[src/rtl/frv_pkg.sv]
// Shared definitions for the instruction fetch stage
// Bus word and address types, instruction length and fetch limits

package frv_pkg;

// --------------------------------------------------
// Types

typedef logic [31:0] frv_word_t;   // Instruction bus data word
typedef logic [31:0] frv_pc_t;     // Byte address

// Length of the instruction at the buffer head
typedef enum logic {
    LEN_2 = 1'b0,                  // Compressed 16-bit
    LEN_4 = 1'b1                   // Full 32-bit
} frv_len_t;

typedef logic [1:0] frv_cnt_t;     // Outstanding and stale response counts

// --------------------------------------------------
// Constants

localparam frv_pc_t  FRV_PC_RESET_VALUE  = 32'h8000_0000; // First fetch address
localparam frv_cnt_t FRV_MAX_OUTSTANDING = 2'd2;          // Requests in flight

endpackage

[src/rtl/frv_fetch_buffer.sv]
`timescale 1ns/1ps
// Fetch buffer
// Four halfword entries filled from instruction bus words and drained
// from the head as 16-bit compressed or 32-bit instructions

module frv_fetch_buffer import frv_pkg::*; (
    input  logic      g_clk,      // Global clock
    input  logic      g_resetn,   // Synchronous active low reset
    input  logic      flush,      // Drop everything held
    input  logic      f_4byte,    // Load a whole word
    input  logic      f_2byte,    // Load the upper halfword only
    input  logic      f_err,      // Bus error on this word
    input  frv_word_t f_in,       // Word from the bus
    output logic      f_ready,    // Room for a whole word
    output frv_word_t buf_out,    // Instruction at the head
    output frv_len_t  buf_len,    // Its length
    output logic      buf_err,    // Some part came with an error
    output logic      buf_valid,  // Head instruction complete
    input  logic      buf_ready   // Consume the head instruction
);

logic [15:0] hw_q    [4];         // Halfword entries with 0 at the head
logic        err_q   [4];         // Error bit per entry
logic [15:0] hw_nxt  [4];
logic        err_nxt [4];
logic [15:0] in_hw   [2];         // Incoming halfwords in address order
logic [2:0]  cnt_q;               // Entries in use
logic [2:0]  cnt_shift;           // Entries left after the drain
logic [2:0]  cnt_nxt;
logic [2:0]  slot;                // Incoming halfword index for an entry
logic [1:0]  n_eat;               // Halfwords drained this cycle
logic [1:0]  n_in;                // Halfwords loaded this cycle
logic        head_4;              // Head is a 32-bit instruction
logic        eat;

// --------------------------------------------------
// Head decode

assign head_4    = (hw_q[0][1:0] == 2'b11);                 // Low bits 11 mean 32-bit
assign buf_len   = head_4 ? LEN_4 : LEN_2;
assign buf_valid = head_4 ? (cnt_q >= 3'd2) : (cnt_q >= 3'd1); // Need both halves
assign buf_out   = head_4 ? {hw_q[1], hw_q[0]} : {16'h0000, hw_q[0]};
assign buf_err   = err_q[0] || (head_4 && err_q[1]);
assign f_ready   = (cnt_q <= 3'd2);                         // Two free entries

// --------------------------------------------------
// Drain and fill

assign eat   = buf_valid && buf_ready;
assign n_eat = !eat ? 2'd0 : (head_4 ? 2'd2 : 2'd1);
assign n_in  = f_4byte ? 2'd2 : (f_2byte ? 2'd1 : 2'd0);

assign in_hw[0] = f_2byte ? f_in[31:16] : f_in[15:0];       // Upper half only if misaligned
assign in_hw[1] = f_in[31:16];

assign cnt_shift = cnt_q - {1'b0, n_eat};
assign cnt_nxt   = cnt_shift + {1'b0, n_in};

// Shift survivors down then append new halfwords behind them
always_comb begin
    hw_nxt  = hw_q;
    err_nxt = err_q;
    slot    = 3'd0;
    for (int i = 0; i < 4; i++) begin
        if (3'(i) < cnt_shift) begin
            hw_nxt[i]  = hw_q[2'(i + int'(n_eat))];   // Kept entry moves down
            err_nxt[i] = err_q[2'(i + int'(n_eat))];
        end else begin
            slot = 3'(i) - cnt_shift;
            if (slot < {1'b0, n_in}) begin
                hw_nxt[i]  = in_hw[slot[0]];           // Fresh halfword
                err_nxt[i] = f_err;
            end
        end
    end
end

always_ff @(posedge g_clk) begin
    if (!g_resetn) begin
        cnt_q <= 3'd0;
    end else if (flush) begin
        cnt_q <= 3'd0;                                 // Flush beats any load
    end else begin
        cnt_q <= cnt_nxt;
    end
end

// Entries only matter below cnt_q
always_ff @(posedge g_clk) begin
    hw_q  <= hw_nxt;
    err_q <= err_nxt;
end

endmodule

[src/rtl/frv_fetch_pc_track.sv]
`timescale 1ns/1ps
// Fetch PC tracker
// Holds the address of the instruction at the fetch buffer head

module frv_fetch_pc_track import frv_pkg::*; (
    input  logic     g_clk,      // Global clock
    input  logic     g_resetn,   // Synchronous active low reset
    input  logic     load,       // Control flow change taken
    input  frv_pc_t  load_pc,    // Exact target with halfword accuracy
    input  logic     advance,    // Head instruction consumed
    input  frv_len_t len,        // Length of the consumed instruction
    output frv_pc_t  pc          // Address of the head instruction
);

frv_pc_t pc_step;

assign pc_step = (len == LEN_4) ? 32'd4 : 32'd2;

always_ff @(posedge g_clk) begin
    if (!g_resetn) begin
        pc <= FRV_PC_RESET_VALUE;
    end else if (load) begin
        pc <= load_pc;           // Redirect wins over consume
    end else if (advance) begin
        pc <= pc + pc_step;
    end
end

endmodule

[src/rtl/frv_fetch_top.sv]
`timescale 1ns/1ps
// Fetch stage top level
// Brings the fetch stage out to the instruction bus and decode pins

module frv_fetch_top import frv_pkg::*; (
    input  logic      g_clk,       // Global clock
    input  logic      g_resetn,    // Synchronous active low reset
    input  logic      cf_req,      // Control flow change
    input  frv_pc_t   cf_target,
    output logic      cf_ack,
    output logic      imem_req,    // Instruction bus request phase
    output frv_pc_t   imem_addr,
    input  logic      imem_gnt,
    output logic      imem_ack,    // Instruction bus response phase
    input  logic      imem_recv,
    input  logic      imem_error,
    input  frv_word_t imem_rdata,
    input  logic      fe_stall,    // Decode side
    output logic      fe_ready,
    output frv_word_t d_data,
    output frv_len_t  d_len,
    output frv_pc_t   d_pc,
    output logic      d_error
);

frv_pipeline_fetch i_pipeline_fetch (
    .g_clk      (g_clk),
    .g_resetn   (g_resetn),
    .cf_req     (cf_req),
    .cf_target  (cf_target),
    .cf_ack     (cf_ack),
    .imem_req   (imem_req),
    .imem_addr  (imem_addr),
    .imem_gnt   (imem_gnt),
    .imem_ack   (imem_ack),
    .imem_recv  (imem_recv),
    .imem_error (imem_error),
    .imem_rdata (imem_rdata),
    .fe_stall   (fe_stall),
    .fe_ready   (fe_ready),
    .d_data     (d_data),
    .d_len      (d_len),
    .d_pc       (d_pc),
    .d_error    (d_error)
);

endmodule

[src/rtl/frv_pipeline_fetch.sv]
`timescale 1ns/1ps
// Fetch pipeline stage
// Issues word reads on the instruction bus with up to two in flight
// Drops responses made stale by a control flow change and feeds decode

module frv_pipeline_fetch import frv_pkg::*; (
    input  logic      g_clk,       // Global clock
    input  logic      g_resetn,    // Synchronous active low reset
    input  logic      cf_req,      // Control flow change
    input  frv_pc_t   cf_target,   // Its target
    output logic      cf_ack,      // Change accepted
    output logic      imem_req,    // Start memory request
    output frv_pc_t   imem_addr,   // Word aligned read address
    input  logic      imem_gnt,    // Request accepted
    output logic      imem_ack,    // Response accepted
    input  logic      imem_recv,   // Response present
    input  logic      imem_error,  // Response error
    input  frv_word_t imem_rdata,  // Read data
    input  logic      fe_stall,    // Decode holds the head
    output logic      fe_ready,    // Whole instruction available
    output frv_word_t d_data,      // Instruction
    output frv_len_t  d_len,       // Its length
    output frv_pc_t   d_pc,        // Its address
    output logic      d_error      // Fetched with an error
);

logic     f_ready;                 // Buffer has room for a word
logic     f_4byte;
logic     f_2byte;
logic     buf_valid;
logic     buf_ready;
logic     cf_change;               // Change taken this cycle
logic     req_grant;
logic     rsp_recv;                // Response handshake
logic     rsp_valid;               // Response kept for the buffer
logic     n_imem_req;
logic     fetch_misaligned;        // Next kept word loads its upper half only
frv_cnt_t reqs_out_q;              // Granted requests awaiting response
frv_cnt_t n_reqs_out;
frv_cnt_t stale_q;                 // Of those the ones to drop

// --------------------------------------------------
// Pipeline progression

assign fe_ready  = buf_valid;
assign buf_ready = buf_valid && !fe_stall;

assign cf_ack    = !imem_req || imem_gnt;          // No request left hanging
assign cf_change = cf_req && cf_ack;

// --------------------------------------------------
// Memory bus requests

assign req_grant  = imem_req && imem_gnt;
assign n_reqs_out = reqs_out_q + frv_cnt_t'(req_grant) - frv_cnt_t'(rsp_recv);

// Hold an ungranted request and otherwise issue while under the limit
assign n_imem_req = (imem_req && !imem_gnt) ||
                    ((f_ready || cf_change) && (n_reqs_out < FRV_MAX_OUTSTANDING));

always_ff @(posedge g_clk) begin
    if (!g_resetn) begin
        imem_req <= 1'b0;
    end else begin
        imem_req <= n_imem_req;
    end
end

always_ff @(posedge g_clk) begin
    if (!g_resetn) begin
        imem_addr <= FRV_PC_RESET_VALUE;
    end else if (cf_change) begin
        imem_addr <= {cf_target[31:2], 2'b00};     // Round down to a word
    end else if (req_grant) begin
        imem_addr <= imem_addr + 32'd4;
    end
end

always_ff @(posedge g_clk) begin
    if (!g_resetn) begin
        reqs_out_q <= '0;
    end else begin
        reqs_out_q <= n_reqs_out;
    end
end

// --------------------------------------------------
// Stale responses and misalignment

// Everything in flight at a change is stale
always_ff @(posedge g_clk) begin
    if (!g_resetn) begin
        stale_q <= '0;
    end else if (cf_change) begin
        stale_q <= n_reqs_out;
    end else if (rsp_recv && (stale_q != '0)) begin
        stale_q <= stale_q - frv_cnt_t'(1);
    end
end

always_ff @(posedge g_clk) begin
    if (!g_resetn) begin
        fetch_misaligned <= 1'b0;
    end else if (cf_change) begin
        fetch_misaligned <= cf_target[1];          // Halfword target
    end else if (rsp_valid) begin
        fetch_misaligned <= 1'b0;                  // Only the first word
    end
end

// --------------------------------------------------
// Memory bus responses

assign imem_ack  = f_ready || (stale_q != '0);     // Drain stale ones regardless
assign rsp_recv  = imem_recv && imem_ack;
assign rsp_valid = rsp_recv && (stale_q == '0) && !cf_change;

assign f_4byte = rsp_valid && !fetch_misaligned;
assign f_2byte = rsp_valid &&  fetch_misaligned;

// --------------------------------------------------
// Submodules

frv_fetch_buffer i_fetch_buffer (
    .g_clk     (g_clk),
    .g_resetn  (g_resetn),
    .flush     (cf_change),
    .f_4byte   (f_4byte),
    .f_2byte   (f_2byte),
    .f_err     (imem_error),
    .f_in      (imem_rdata),
    .f_ready   (f_ready),
    .buf_out   (d_data),
    .buf_len   (d_len),
    .buf_err   (d_error),
    .buf_valid (buf_valid),
    .buf_ready (buf_ready)
);

frv_fetch_pc_track i_fetch_pc_track (
    .g_clk    (g_clk),
    .g_resetn (g_resetn),
    .load     (cf_change),
    .load_pc  (cf_target),
    .advance  (buf_ready),
    .len      (d_len),
    .pc       (d_pc)
);

endmodule

[config.mk]
export PLATFORM = sky130hd
export DESIGN_NAME = frv_fetch_top
export DESIGN_NICKNAME = d
export VERILOG_FILES = /design/src/rtl/frv_pkg.sv /design/src/rtl/frv_fetch_buffer.sv /design/src/rtl/frv_fetch_pc_track.sv /design/src/rtl/frv_fetch_top.sv /design/src/rtl/frv_pipeline_fetch.sv
export SDC_FILE = /design/constraint.sdc
export NUM_CORES = 1
export LEC_CHECK = 0
export BUFFER_PORTS_ARGS = -buffer_cell sky130_fd_sc_hd__clkbuf_2
export CAP_MARGIN = 0
export CORE_MARGIN = 10
export CORE_UTILIZATION = 30
export CTS_BUF_LIST = sky130_fd_sc_hd__clkbuf_4
export DETAILED_ROUTE_END_ITERATION = 16
export HOLD_SLACK_MARGIN = 0.08
export PLACE_DENSITY = 0.55
export SLEW_MARGIN = 20
export SYNTH_ARGS = -nofsm -noshare
export SYNTH_HDL_FRONTEND = slang
export SYNTH_SLANG_ARGS = --single-unit
[constraint.sdc]
create_clock -name g_clk -period 5.95 [get_ports g_clk]
set_input_delay 1.19 -clock g_clk [delete_from_list [all_inputs] [get_ports g_clk]]
set_output_delay 1.19 -clock g_clk [all_outputs]
set_load 0.02 [all_outputs]
Yosys cells after proc, flatten, opt, wreduce, memory -nomap -nowiden
Index checks and enable logic that the tools add are counted.
- register bits: 141
- input bits: 71
- $lt $le $gt $ge: 20
- multiplexer cells: 69
- bitwise logic cells: 9
- reductions and logical operators: 34
- equality and inequality tests: 1
- $add $sub $neg: 14
- operator list (kind ; number):
    16-bit two-way mux ; 29
    32-bit two-way mux ; 5
    16-bit binary-select mux with 2-bit select ; 4
    32-bit by 3-bit adder with 32-bit output ; 1
    32-bit by 3-bit adder with 32-bit output (second input constant) ; 1
    1-bit two-way mux ; 21
    2-bit nonzero test ; 9
    1-bit logical AND ; 13
    2-bit by 3-bit greater-or-equal comparator with 1-bit output (second input constant) ; 4
    3-bit by 2-bit less-than comparator with 1-bit output ; 4
    2-bit two-way mux ; 5
    1-bit binary-select mux with 2-bit select ; 4
    2-bit greater-or-equal comparator (second input constant) ; 4
    1-bit inverter with 2-bit output ; 4
    2-bit inverter ; 4
    1-bit by 3-bit less-than comparator with 1-bit output (first input constant) ; 2
    2-bit by 3-bit less-than comparator with 1-bit output (first input constant) ; 2
    1-bit by 3-bit subtractor with 3-bit output (first input constant) ; 2
    2-bit by 3-bit subtractor with 3-bit output (first input constant) ; 2
    1-bit logical NOT ; 5
    1-bit logical OR ; 5
    2-bit adder (first input constant) ; 2
    3-bit by 2-bit adder with 3-bit output ; 1
    3-bit by 1-bit greater-or-equal comparator with 1-bit output (second input constant) ; 1
    other kinds (13) ; 13

Depth between registers and ports, before layout
- depth in word-level cells: 13
- mapped depth: 13

Modules after synthesis
Synthesis repeated with hierarchy kept, for this count alone.
- cell total of the unflattened synthesis: 1156
- area, all modules: 9779.4 um^2
- by module, submodules not included (module ; area each (um^2) ; cells an instance ; instances ; sequential area each (um^2)):
    frv_fetch_buffer ; 5469.0 ; 609 ; 1 ; 2102.0
    frv_pipeline_fetch ; 2402.3 ; 317 ; 1 ; 720.7
    frv_fetch_pc_track ; 1908.1 ; 230 ; 1 ; 640.6

Least setup slack after synthesis
OpenSTA, ideal clock, no wires.
- path kind: input -> register
- from: input port fe_stall
- to: register i_pipeline_fetch.i_fetch_buffer.err_q[1] (netlist bit), enable pin
- path buffers: 1
- cell stages on the path: 12
- arrival: 4.624 ns
- setup slack: 0.908 ns
- path through: inv_1 o21ai_2 clkbuf_1 nor2_1 ha_1 fa_1 inv_1 ha_1 inv_1 ha_1 nor2b_1 o31ai_1
- cells in the longest elaborated chain, start to end: 8
- elaborated cells between the ends (all ways): 9
- classes of those cells: 2 x add/sub; 2 x order compare; 1 x mux; 4 x reduce/logical
- RTL lines (item ; RTL line ; RTL):
    start, declared ; frv_fetch_top.sv:18 ; input logic fe_stall,
    1-bit logical NOT * ; frv_pipeline_fetch.sv:46 ; assign buf_ready = buf_valid && !fe_stall;
    1-bit logical AND * ; frv_pipeline_fetch.sv:46 ;
    1-bit logical AND * ; frv_fetch_buffer.sv:49 ; assign eat = buf_valid && buf_ready;
    2-bit two-way mux * ; frv_fetch_buffer.sv:50 ; assign n_eat = !eat ? 2'd0 : (head_4 ? 2'd2 : 2'd1);
    3-bit by 2-bit subtractor with 3-bit output * ; frv_fetch_buffer.sv:56 ; assign cnt_shift = cnt_q - {1'b0, n_eat};
    2-bit by 3-bit subtractor with 3-bit output ; frv_fetch_buffer.sv:69 ; slot = 3'(i) - cnt_shift;
    3-bit by 2-bit less-than comparator with 1-bit output ; frv_fetch_buffer.sv:70 ; if (slot < {1'b0, n_in}) begin
    2-bit nonzero test (no line) * ; - ;
    end signal, assigned ; frv_fetch_buffer.sv:91 ; err_q <= err_nxt;
    end, declared ; frv_fetch_buffer.sv:23 ; logic err_q [4];
Mark *: on every way between the ends. The rest lies on a longest branch, timed or not.
A chain may end at the register's enable or synchronous reset.

Worst setup path after layout
- from: register i_pipeline_fetch.i_fetch_buffer.hw_q[48] (netlist bit)
- to: register i_pipeline_fetch.i_fetch_pc_track.pc[23]
- cells in the longest elaborated chain, start to end: 6
- elaborated cells between the ends (all ways): 9
- classes of those cells: 1 x add/sub; 1 x eq/ne; 5 x mux; 2 x reduce/logical
- RTL lines (item ; RTL line ; RTL):
    start, declared ; frv_fetch_buffer.sv:22 ; logic [15:0] hw_q [4];
    start signal, assigned ; frv_fetch_buffer.sv:90 ; hw_q <= hw_nxt;
    2-bit equality test * ; frv_fetch_buffer.sv:39 ; assign head_4 = (hw_q[0][1:0] == 2'b11);
    1-bit two-way mux ; frv_fetch_buffer.sv:40 ; assign buf_len = head_4 ? LEN_4 : LEN_2;
    3-bit two-way mux ; frv_fetch_pc_track.sv:17 ; assign pc_step = (len == LEN_4) ? 32'd4 : 32'd2;
    32-bit by 3-bit adder with 32-bit output ; frv_fetch_pc_track.sv:25 ; pc <= pc + pc_step;
    32-bit two-way mux ; frv_fetch_pc_track.sv:24 ; end else if (advance) begin
    32-bit two-way mux ; frv_fetch_pc_track.sv:22 ; end else if (load) begin
    end signal, assigned ; frv_fetch_pc_track.sv:23 ; pc <= load_pc;
    end signal, assigned ; frv_fetch_pc_track.sv:25 ;
    end, declared ; frv_fetch_pc_track.sv:12 ; output frv_pc_t pc
Mark *: on every way between the ends. The rest lies on a longest branch, timed or not. The select of a mux whose other input is x is not followed.

==> flow_summary.ini <==
[route]
wirelength_mm = 31.1
vias = 8652
dr.first_iter.drc_count = 554
wire_per_inst_um = 19.6
dr.pass1.iters = 5
drcViolationCount = 0
ant_nets = 0
average_via_count_per_standard_cell = 5.44

[worst_setup_path]
critPathSlowestCell = edfxtp_1
end_kind = flip-flop
crit_type = reg -> reg
timing.critical_path.from = i_pipeline_fetch.i_fetch_buffer.hw_q[48]
critPathLaunchType = flip-flop
critical_path.max_fanout = 64
r2r_setup_slk_ps = 1870
critical_path.max_stage_delay_ps = 610
worstReg2RegStart = i_pipeline_fetch.i_fetch_buffer.hw_q[48]
crit_path_cell_trace = and2_2 -> buf_4 -> inv_2 -> buf_4 -> ha_1 -> fa_1 -> nand4_1 -> nor4_4 -> nand4_1 -> o21a_1 -> a211oi_1
required_ps = 6440
r2r.worst_path.cells = 11
rr_endpoint = i_pipeline_fetch.i_fetch_pc_track.pc[23]
crit_arrival_ps = 4570
setup.worst_path.end = i_pipeline_fetch.i_fetch_pc_track.pc[23]

[global_routing]
global_route_congestion_overflow_total = 0
grt_first_pass_wirelength_mm = 48.0
grt_antenna_before_repair = 2
pin_count_of_the_biggest_net_entering_global_routing = 97
globalRouteTotalUtil = 0.165
number_of_global_route_vias_before_repair = 8275

[synthesis]
syn_area_um2 = 8950
yosys_warnings = 0
post_synth_edffs = 68
ys_seq_area_frac = 0.387
netlist-cell-type-count = 75
syn-mean-instance-area_um2 = 8.38
yosys_register_bits = 139
synth-async-reset-ratio = 0
post_synth_inst_count = 1068
yosys_most_used_dff = dfxtp_1

[timing]
slew_violations = 0
slew_headroom = 0.376
clock_skew_ps = 17.8
worst-slew-pin-transition_ps = 934
worst_slack_ps = 1870
timing.setup.tns_ps = 0
rsz0062_at_grt = false
period_needed_ps = 4080
hold_ws_ps = 477
timing.final.hold_violations = 0
layout_worst_path_cycle_share = 0.686
setup_viol = 0
fmax_mhz = 245

[pwr]
vdd_ir_drop_max_mv = 0.294
netSwitchingFraction = 0.485
seq_power_share = 0.381
internal_power_mw = 2.69
total_switching_power_mw = 2.53
share_clk_of_total_power = 0.112
proportion_of_power_drawn_by_combinational_gates = 0.507
post-layout-total-power_mw = 5.21
pwr_density_cell_nw_per_um2 = 507
p_leak_nw = 3.82

[run_status]
status = complete, no violations

[floorplan]
boundaryPins = 173
dieHeight_um = 193
rows = 63
horiz_die_dim_um = 193
start_util = 0.303
core_area_um2 = 29600
total_die_area_um2 = 37100

[clock_tree]
cts_hold_buf = 0
cts.path.max_buffers = 2
cts_made_buffers = 17
cts_setup_buffers = 0
root_buffer = clkbuf_4
cts_tree = done
ctsResizeCount = 0
cts.reportedPaths.clkPinSlew_ps = 120
insertion_delay_ps = 580
cts_sinks = 139
htree_levels = 4

[placement]
preCtsSetupSlack_ps = 1600
detailed_place_hpwl_mm = 22.5
io_buffer_count = 170
gp_congestion = 0.835
postPlaceCellArea_um2 = 10000

[layout]
final_design_area_no_fill_um2 = 10300
syn_to_layout_area_delta_pct = 14.9
final.fill_count = 3152
nNetsFinal = 1276
drive_gt1_frac = 0.209
seq_area_um2 = 3460
multiInputGateArea_um2 = 4970

[run]
max_cap_violations = 0

[hold_path]
timing.hold.worst.class = reg -> reg
-- cells in the final DEF (no fill, tap or decap), drive strengths merged, types with 9 or more instances in the layout --
master,count
nor3,11
a21oi,82
inv,22
xnor2,19
nand4,18
a211oi,33
dfxtp,71
nor4,12
o22ai,21
nand3,63
a31oi,9
xor2,12
buf,23
clkbuf,194
mux2i,36
nand2,163
edfxtp,68
and3,25
o21ai,87
nor2,68
o211ai,48
ha,14
-- cells in the mapped netlist, types with 12 or more instances --
cell | number | area share
xor2_1 | 12 | 0.012
inv_1 | 21 | 0.0088
mux2i_1 | 36 | 0.040
o22ai_1 | 21 | 0.015
xnor2_1 | 19 | 0.019
nor2_1 | 67 | 0.028
buf_4 | 21 | 0.018
ha_1 | 14 | 0.020
nand2_1 | 163 | 0.068
o21ai_0 | 84 | 0.047
a211oi_1 | 33 | 0.028
clkbuf_1 | 51 | 0.021
and3_1 | 22 | 0.015
o211ai_1 | 48 | 0.040
edfxtp_1 | 68 | 0.23
dfxtp_1 | 71 | 0.16
nand4_1 | 16 | 0.011
a21oi_1 | 81 | 0.045
nand3_1 | 63 | 0.035
-- cell type report --
class                           count  share of cell area
Sequential cell                   139               0.337
Inverter                           21             0.00767
Tap cell                          390              0.0475
Timing Repair Buffer              193               0.101
Multi-Input combinational cell    816               0.484
Antenna cell                        2            0.000487
Clock buffer                       24              0.0175
Clock inverter                      6             0.00499
-- worst min path at each step --
stage | startpoint | end | slack, ps | depth (start not counted)
after floorplan | i_pipeline_fetch.fetch_misaligned | i_pipeline_fetch.fetch_misaligned | 460 | 2
after global placement | i_pipeline_fetch.i_fetch_pc_track.pc[0] | i_pipeline_fetch.i_fetch_pc_track.pc[0] | 450 | 2
after detailed placement | i_pipeline_fetch.i_fetch_pc_track.pc[0] | i_pipeline_fetch.i_fetch_pc_track.pc[0] | 450 | 2
after CTS | i_pipeline_fetch.i_fetch_pc_track.pc[0] | i_pipeline_fetch.i_fetch_pc_track.pc[0] | 480 | 2
after global routing | i_pipeline_fetch.i_fetch_pc_track.pc[0] | i_pipeline_fetch.i_fetch_pc_track.pc[0] | 510 | 2
final | i_pipeline_fetch.i_fetch_pc_track.pc[0] | i_pipeline_fetch.i_fetch_pc_track.pc[0] | 480 | 2
-- through the flow --
step                      instances   util
final                          1591  0.348
after CTS                      1589  0.348
after global routing           1590  0.348
after floorplan                1069      -
after global placement         1559  0.340
after detailed placement       1559  0.340
-- cell families (layout without fill, tap and decap cells) --
family          after synthesis  in the layout  synth area share
simple gates                393            393             0.213
compound gates              337            337             0.241
flops                       139            139             0.387
buf+inv                     114            244            0.0615
mux                          36             36            0.0403
xor+xnor                     31             31            0.0303
fa+ha+maj                    17             17            0.0263
other cells                   1              4          0.000419
-- per-layer routing --
metal	part of all wire	routed length, µm	GRT usage	up-vias
li1	-	-	-	4197
met1	0.46	14300	0.223	4141
met2	0.45	14200	0.256	275
met3	0.067	2080	0.0378	39
met4	0.019	579	0.0465	0
met5	0	0	0	-
-- critical path: cells and delay by family (launching register included) --
kind / cells / cell delay, ps
adders and majority gates: 2 / 640
and+or+nand+nor: 4 / 1340
DFF: 1 / 610
buffers and inverters: 3 / 960
AOI/OAI and AO/OA: 2 / 440
-- sequential cells by signal, summed over array words and instances (netlist names) --
signal	count
i_pipeline_fetch.reqs_out_q	2
i_pipeline_fetch.i_fetch_buffer.cnt_q	3
i_pipeline_fetch.stale_q	2
i_pipeline_fetch.i_fetch_buffer.err_q	4
i_pipeline_fetch.i_fetch_buffer.hw_q	64
i_pipeline_fetch.fetch_misaligned	1
i_pipeline_fetch.imem_addr	30
i_pipeline_fetch.i_fetch_pc_track.pc	32
i_pipeline_fetch.imem_req	1
-- power groups by stage --
stage	sequential [mW]	combinational, mW	clock (mW)
3_3_place_gp	2.01	2.61	0
6_report	1.99	2.64	0.584
5_1_grt	2.05	2.93	0.635
4_1_cts	1.98	2.67	0.600
2_1_floorplan	1.96	1.80	0
3_5_place_dp	2.00	2.66	0
No activity file was read; power rests on OpenSTA's default activity.
